File: config.mk
export PLATFORM = sky130hd
export DESIGN_NAME = tree_builder
export DESIGN_NICKNAME = d
export VERILOG_FILES = /design/src/huff_types_pkg.sv /design/src/huff_ctrl_pkg.sv /design/src/tree_builder.sv
export VERILOG_INCLUDE_DIRS = /design/src /design/src/src
export SDC_FILE = /design/constraint.sdc
export NUM_CORES = 1
export LEC_CHECK = 0
export BUFFER_PORTS_ARGS = -buffer_cell sky130_fd_sc_hd__buf_2
export CAP_MARGIN = 40
export CELL_PAD_IN_SITES_DETAIL_PLACEMENT = 0
export CELL_PAD_IN_SITES_GLOBAL_PLACEMENT = 2
export CORE_ASPECT_RATIO = 0.8
export CORE_MARGIN = 2
export CORE_UTILIZATION = 31
export CTS_BUF_LIST = sky130_fd_sc_hd__clkbuf_8
export DETAILED_ROUTE_END_ITERATION = 12
export GPL_TIMING_DRIVEN = 0
export PLACE_DENSITY = 0.9
export SLEW_MARGIN = 0
export SYNTH_ARGS = -nofsm -noshare
export SYNTH_HDL_FRONTEND = slang
export SYNTH_SLANG_ARGS = --single-unit
File: constraint.sdc
create_clock -name clk -period 3.2 [get_ports clk]
set_clock_uncertainty 0.2 [all_clocks]
set_input_delay 0.16 -clock clk [delete_from_list [all_inputs] [get_ports clk]]
set_output_delay 0.16 -clock clk [all_outputs]
set_load 0.02 [all_outputs]
File: src/huff_config.svh
`ifndef HUFF_CONFIG_SVH
`define HUFF_CONFIG_SVH

// Character slots in the frequency table
`define HUFF_NUM_CHARS 256

// Internal node slots, at most 255 ever allocated
`define HUFF_NUM_NODES 256

// Count and sum width
`define HUFF_COUNT_W 64

// Scan position width, covers every slot of both arrays
`define HUFF_SCAN_W 10

`endif

File: src/huff_types_pkg.sv
`include "huff_config.svh"

package huff_types_pkg;

    // Zero means absent, all ones means none found
    typedef logic [`HUFF_COUNT_W-1:0] count_t;

    // Bit 8 set marks an internal node, low byte is char or node number
    typedef logic [8:0] sym_t;

    typedef logic [7:0] char_t;

    // 0..255 characters, 256..511 internal nodes
    typedef logic [`HUFF_SCAN_W-1:0] scan_idx_t;

    localparam count_t COUNT_NONE = '1;
    localparam sym_t   SYM_NONE   = '1;

endpackage

File: src/huff_ctrl_pkg.sv
package huff_ctrl_pkg;

    typedef enum logic [1:0] {
        PH_IDLE,
        PH_SCAN,
        PH_MERGE,
        PH_DONE
    } build_phase_t;

    typedef struct packed {
        huff_types_pkg::sym_t   least1;
        huff_types_pkg::sym_t   least2;
        huff_types_pkg::count_t val1;
        huff_types_pkg::count_t val2;
        logic                   valid2; // Two live entries were seen
    } least_pair_t;

    typedef struct packed {
        huff_types_pkg::sym_t   node;
        huff_types_pkg::sym_t   left;
        huff_types_pkg::sym_t   right;
        huff_types_pkg::count_t sum;
    } node_rec_t;

endpackage

File: src/tree_builder.sv
`timescale 1ns/1ns

module tree_builder (
    input  logic                        clk,
    input  logic                        rst,
    input  logic                        start,
    input  logic                        pair_done,
    input  huff_ctrl_pkg::least_pair_t  pair,
    output logic                        scan_start,
    output logic                        busy,
    output logic                        wr_en,
    output huff_types_pkg::char_t       wr_node,
    output huff_types_pkg::count_t      wr_count,
    output logic                        wipe1_en,
    output logic                        wipe2_en,
    output huff_types_pkg::sym_t        wipe1_sym,
    output huff_types_pkg::sym_t        wipe2_sym,
    output logic                        node_valid,
    output huff_ctrl_pkg::node_rec_t    node,
    output logic                        tree_done,
    output huff_types_pkg::sym_t        root
);

    huff_ctrl_pkg::build_phase_t phase;
    huff_types_pkg::char_t       node_cnt; // Next free node slot
    huff_ctrl_pkg::node_rec_t    rec;

    always_comb begin
        rec.node  = {1'b1, node_cnt};
        rec.left  = pair.least1;
        rec.right = pair.least2;
        rec.sum   = pair.val1 + pair.val2;
    end

    assign busy = (phase == huff_ctrl_pkg::PH_SCAN) || (phase == huff_ctrl_pkg::PH_MERGE);

    always_ff @(posedge clk, posedge rst) begin
        if (rst) begin
            phase      <= huff_ctrl_pkg::PH_IDLE;
            node_cnt   <= '0;
            scan_start <= 1'b0;
            wr_en      <= 1'b0;
            wipe1_en   <= 1'b0;
            wipe2_en   <= 1'b0;
            node_valid <= 1'b0;
            tree_done  <= 1'b0;
        end else begin
            scan_start <= 1'b0;
            wr_en      <= 1'b0;
            wipe1_en   <= 1'b0;
            wipe2_en   <= 1'b0;
            node_valid <= 1'b0;
            tree_done  <= 1'b0;
            case (phase)
                huff_ctrl_pkg::PH_IDLE, huff_ctrl_pkg::PH_DONE: begin
                    if (start) begin
                        phase      <= huff_ctrl_pkg::PH_SCAN;
                        scan_start <= 1'b1;
                        node_cnt   <= '0;
                    end
                end
                huff_ctrl_pkg::PH_SCAN: begin
                    if (pair_done && pair.valid2) begin
                        phase      <= huff_ctrl_pkg::PH_MERGE;
                        wr_en      <= 1'b1;
                        wipe1_en   <= 1'b1;
                        wipe2_en   <= 1'b1;
                        node_valid <= 1'b1;
                    end else if (pair_done) begin
                        phase     <= huff_ctrl_pkg::PH_DONE;
                        tree_done <= 1'b1;
                        wipe1_en  <= 1'b1; // Root leaves the table for the next build
                    end
                end
                huff_ctrl_pkg::PH_MERGE: begin
                    phase      <= huff_ctrl_pkg::PH_SCAN;
                    scan_start <= 1'b1;
                    node_cnt   <= node_cnt + 1'b1;
                end
                default: phase <= huff_ctrl_pkg::PH_IDLE;
            endcase
        end
    end

    // Root is least1, all ones when nothing was live
    always_ff @(posedge clk) begin
        if (pair_done) begin
            wr_node   <= node_cnt;
            wr_count  <= rec.sum;
            wipe1_sym <= pair.least1;
            wipe2_sym <= pair.least2;
            node      <= rec;
            root      <= pair.least1;
        end
    end

    a_node_range: assert property (@(posedge clk) disable iff (rst) wr_en |-> wr_node <= 8'd254)
        else $error("Node slot beyond 254 allocated");

    a_pair_in_scan: assert property (@(posedge clk) disable iff (rst)
        pair_done |-> phase == huff_ctrl_pkg::PH_SCAN)
        else $error("Scan result outside the scan phase");

endmodule

==> flow_summary_export.csv <==
group,metric,value,unit
run_status,outcome,"finished clean",
cells_and_area,nNetsFinal,1401,
floorplanning,initial_utilization,0.315,
worst_setup_path,crit_path_start_kind,"input port",
timing,period_minus_slack,3.08,ns
drt,drtAntennaViolNets,0,
pwr,p_clk_frac,0.183,
worst_setup_path,crit_required,3.16,ns
grt,antenna_found_initial,0,
cells_and_area,area_growth,34.6,%
floorplanning,num_io_pins,348,
logic_synthesis,synth-edff-count,90,
logic_synthesis,ys.flop_type,"edfxtp_1",
timing,setup_viol,0,
pwr,netSwitchingFraction,0.399,
grt,grt_usage,0.174,
floorplanning,core-area,25200,um^2
worst_setup_path,cp_max_fo,3,
pwr,leakagePower,0.00503,uW
grt,grt_max_degree,50,
worst_setup_path,crit_buf_inv,2,
cells_and_area,drive_above_1_share,0.431,
drt,num_vias,7120,
floorplanning,die_area,26900,um^2
worst_setup_path,cp_slowest_stage_delay,0.37,ns
clocking,clk_path_buf_depth,2,
drt,drt-total-wl,24000,um
cells_and_area,num-fill-cells,2543,
flow_run,drv_cap,0,
timing,drv_slew,0,
worst_setup_path,crit_path_end_kind,"register",
placed_design,hpwl,19700,um
placed_design,numPortBuffers,346,
clocking,cts_tree,"built",
pwr,power_density,480,nW/um^2
clocking,cts.reportedPaths.clkPinSlew,0.12,ns
clocking,clk_latency,0.39,ns
pwr,p_int,3080,uW
clocking,cts_root_buf,"clkbuf_8",
worst_setup_path,critPathTopFamily,"compound AO/OA/AOI/OAI gates",
logic_synthesis,yosys.cell_types.count,72,
worst_setup_path,path_class,"input port to register",
cells_and_area,utilization,0.424,
logic_synthesis,ys_ff_latch,104,
drt,dr.pass1.iters,4,
drt,drc,0,
timing,tightestPinTransition,0.624,ns
logic_synthesis,synth_warnings,0,
cells_and_area,diodes,0,
logic_synthesis,synth.area.top_cells,"edfxtp_1 (34%), ha_1 (10%), buf_4 (9.9%)",
pwr,p_seq_frac,0.367,
timing,setup_tns,0,ns
logic_synthesis,syn_nets,1014,
timing,fmax,0.324,GHz
placed_design,gp_congestion,0.858,
clocking,cts.sinks,104,
floorplanning,die_y,147,um
grt,grt_overflow,0,
drt,wl_per_cell,15.9,um
worst_setup_path,cp_slowest_cell,"fa_2",
floorplanning,die_w,183,um
pwr,comb_power_share,0.450,
timing,max_slew_margin,0.584,
clocking,htree_levels,3,
grt,grt_pass1_wl,36800,um
logic_synthesis,synth_top_area_share,0.341,
drt,avgViaCountPerCell,4.71,
logic_synthesis,synthArstFlopShare,0.135,
floorplanning,num_rows,52,
worst_hold_path,min_path_type,"input port to register",
worst_setup_path,cp.arrival,3.04,ns
timing,finalHoldViolCount,0,
logic_synthesis,synth.avg_cell_area,9.95,um^2
logic_synthesis,seq_area_frac_synth,0.385,
logic_synthesis,synthCells,796,
drt,drt-initial-drc-count,367,
pwr,power_switching,2040,uW
clocking,cts_buffers,9,
timing,rsz0062_at_grt,"false",
grt,grt_pass1_vias,6820,
worst_setup_path,path_cells,"buf_2 -> ha_1 -> fa_2 -> a21o_1 -> a221oi_4 -> nand4bb_4 -> nand4_1 -> a31oi_4 -> nor3_1 -> nor3_2 -> buf_4 -> o21ai_2 -> a221oi_2 -> xnor2_1",
logic_synthesis,synth_area_leader_cell,"edfxtp_1",
pwr,peakVddDrop,0.228,mV
logic_synthesis,synth_area,7920,um^2
timing,fin_crit_sh,0.963,
cell families (layout without fill, tap and decap cells):
| logic type | count (synthesis) | in the layout | synth area share |
|---|---|---|---|
| fa+ha+maj | 67 | 67 | 0.107 |
| flops | 104 | 104 | 0.385 |
| mux | 2 | 2 | 0.00268 |
| simple gates | 170 | 170 | 0.108 |
| buf+inv | 153 | 545 | 0.125 |
| compound gates | 234 | 234 | 0.200 |
| other cells | 1 | 1 | 0.000473 |
| xor+xnor | 65 | 65 | 0.0718 |
sequential cells by signal (all words and copies together) (netlist names):
register / flops
node: 73
node_cnt: 8
node_valid: 1
phase: 2
root: 9
scan_start: 1
tree_done: 1
wipe1_en: 1
wr_node: 8
area by class of cell:
class,count,area [um^2],area share
Multi-Input combinational cell,539,3950,0.370
Sequential cell,104,3050,0.286
Timing Repair Buffer,376,2040,0.192
Tap cell,324,405,0.0380
Inverter,19,71.3,0.00669
Clock buffer,9,124,0.0116
Clock inverter,7,97.6,0.00915
Buffer,134,920,0.0862
synthesized netlist by cell type (5+ instances only):
cell type,n
a21o_1,32
a21oi_1,80
a31oi_1,5
and3_1,6
buf_4,104
clkbuf_1,23
dfrtp_1,14
edfxtp_1,90
ha_1,66
inv_1,19
nand2_1,52
nand2b_1,6
nand4_1,27
nor2_1,37
nor2b_1,6
nor3_1,13
o21a_1,6
o21ai_0,49
o21ai_1,5
o21bai_1,10
xnor2_1,37
xor2_1,28
per-layer routing:
metal | up-vias | part of all wire | track usage
li1 | 3586 | - | -
met1 | 3295 | 0.49 | 0.253
met2 | 213 | 0.45 | 0.269
met3 | 26 | 0.041 | 0.0208
met4 | 0 | 0.020 | 0.0520
met5 | - | 0 | 0
per-stage QoR:
stage	cell area, um^2	hold WS [ns]	total power, uW	setup slack (ns)	cells
finish	10700	0.0478	5120	0.118	1512
detailed placement	10100	0.0450	4160	-0.740	1467
CTS	10600	0.00977	5170	0.0297	1510
floorplan	7920	-0.151	3410	0.182	796
global route	10700	0.0347	5420	0.0195	1512
global placement	10100	0.0316	4150	-0.684	1466
final timing paths:
| kind | start | end | slack [ns] | cells past startpoint |
|---|---|---|---|---|
| setup / recovery | pair[1] | node[62]$_DFFE_PP_ | 0.12 | 14 |
| hold / removal | pair[63] | node[62]$_DFFE_PP_ | 0.05 | 3 |
| setup reg to reg | phase[0]$_DFFE_PP0P_ | node_cnt[7]$_DFFE_PP0P_ | 0.75 | 8 |
| hold reg to reg | node_cnt[7]$_DFFE_PP0P_ | wr_node[7]$_DFFE_PP_ | 0.29 | 0 |
| max in group asynchronous | rst | node_cnt[3]$_DFFE_PP0P_ | 2.26 | 3 |
| min in group asynchronous | rst | scan_start$_DFF_PP0_ | 0.16 | 3 |
timing repair:
action	4_1_cts	5_1_grt
endpoints found under the hold margin	46	0
hold buffers	26	0
resized for setup	4	7
setup endpoints to repair	4	6
pin swaps	1	5
buffers inserted	1	2
cell usage in the layout (no fill, tap or decap), types with 13 or more instances in the layout:
master / n
buf_2: 347
nor3_1: 13
dlygate4sd3_1: 26
xnor2_1: 37
a21oi_1: 79
a21o_1: 32
o21ai_0: 49
ha_1: 66
nand4_1: 27
clkbuf_1: 23
xor2_1: 28
buf_4: 108
inv_1: 19
nor2_1: 36
nand2_1: 52
dfrtp_1: 14
edfxtp_1: 90
worst register-to-register path, delay by kind of cell, from the launching register on:
| family | cells | cell delay [ns] |
|---|---|---|
| and+or+nand+nor | 3 | 0.72 |
| adders and majority gates | 1 | 0.39 |
| AOI/OAI and AO/OA | 2 | 0.38 |
| DFF | 1 | 0.37 |
| buffers and inverters | 2 | 0.33 |
power by group through the flow:
stage / Clock, uW / Sequential [uW] / Combinational [uW]
floorplan: 0 / 2100 / 1310
global placement: 0 / 1920 / 2240
finish: 937 / 1880 / 2300
CTS: 988 / 1890 / 2290
detailed placement: 0 / 1920 / 2250
global route: 1020 / 1910 / 2490
(Power assumes the default switching activity.)
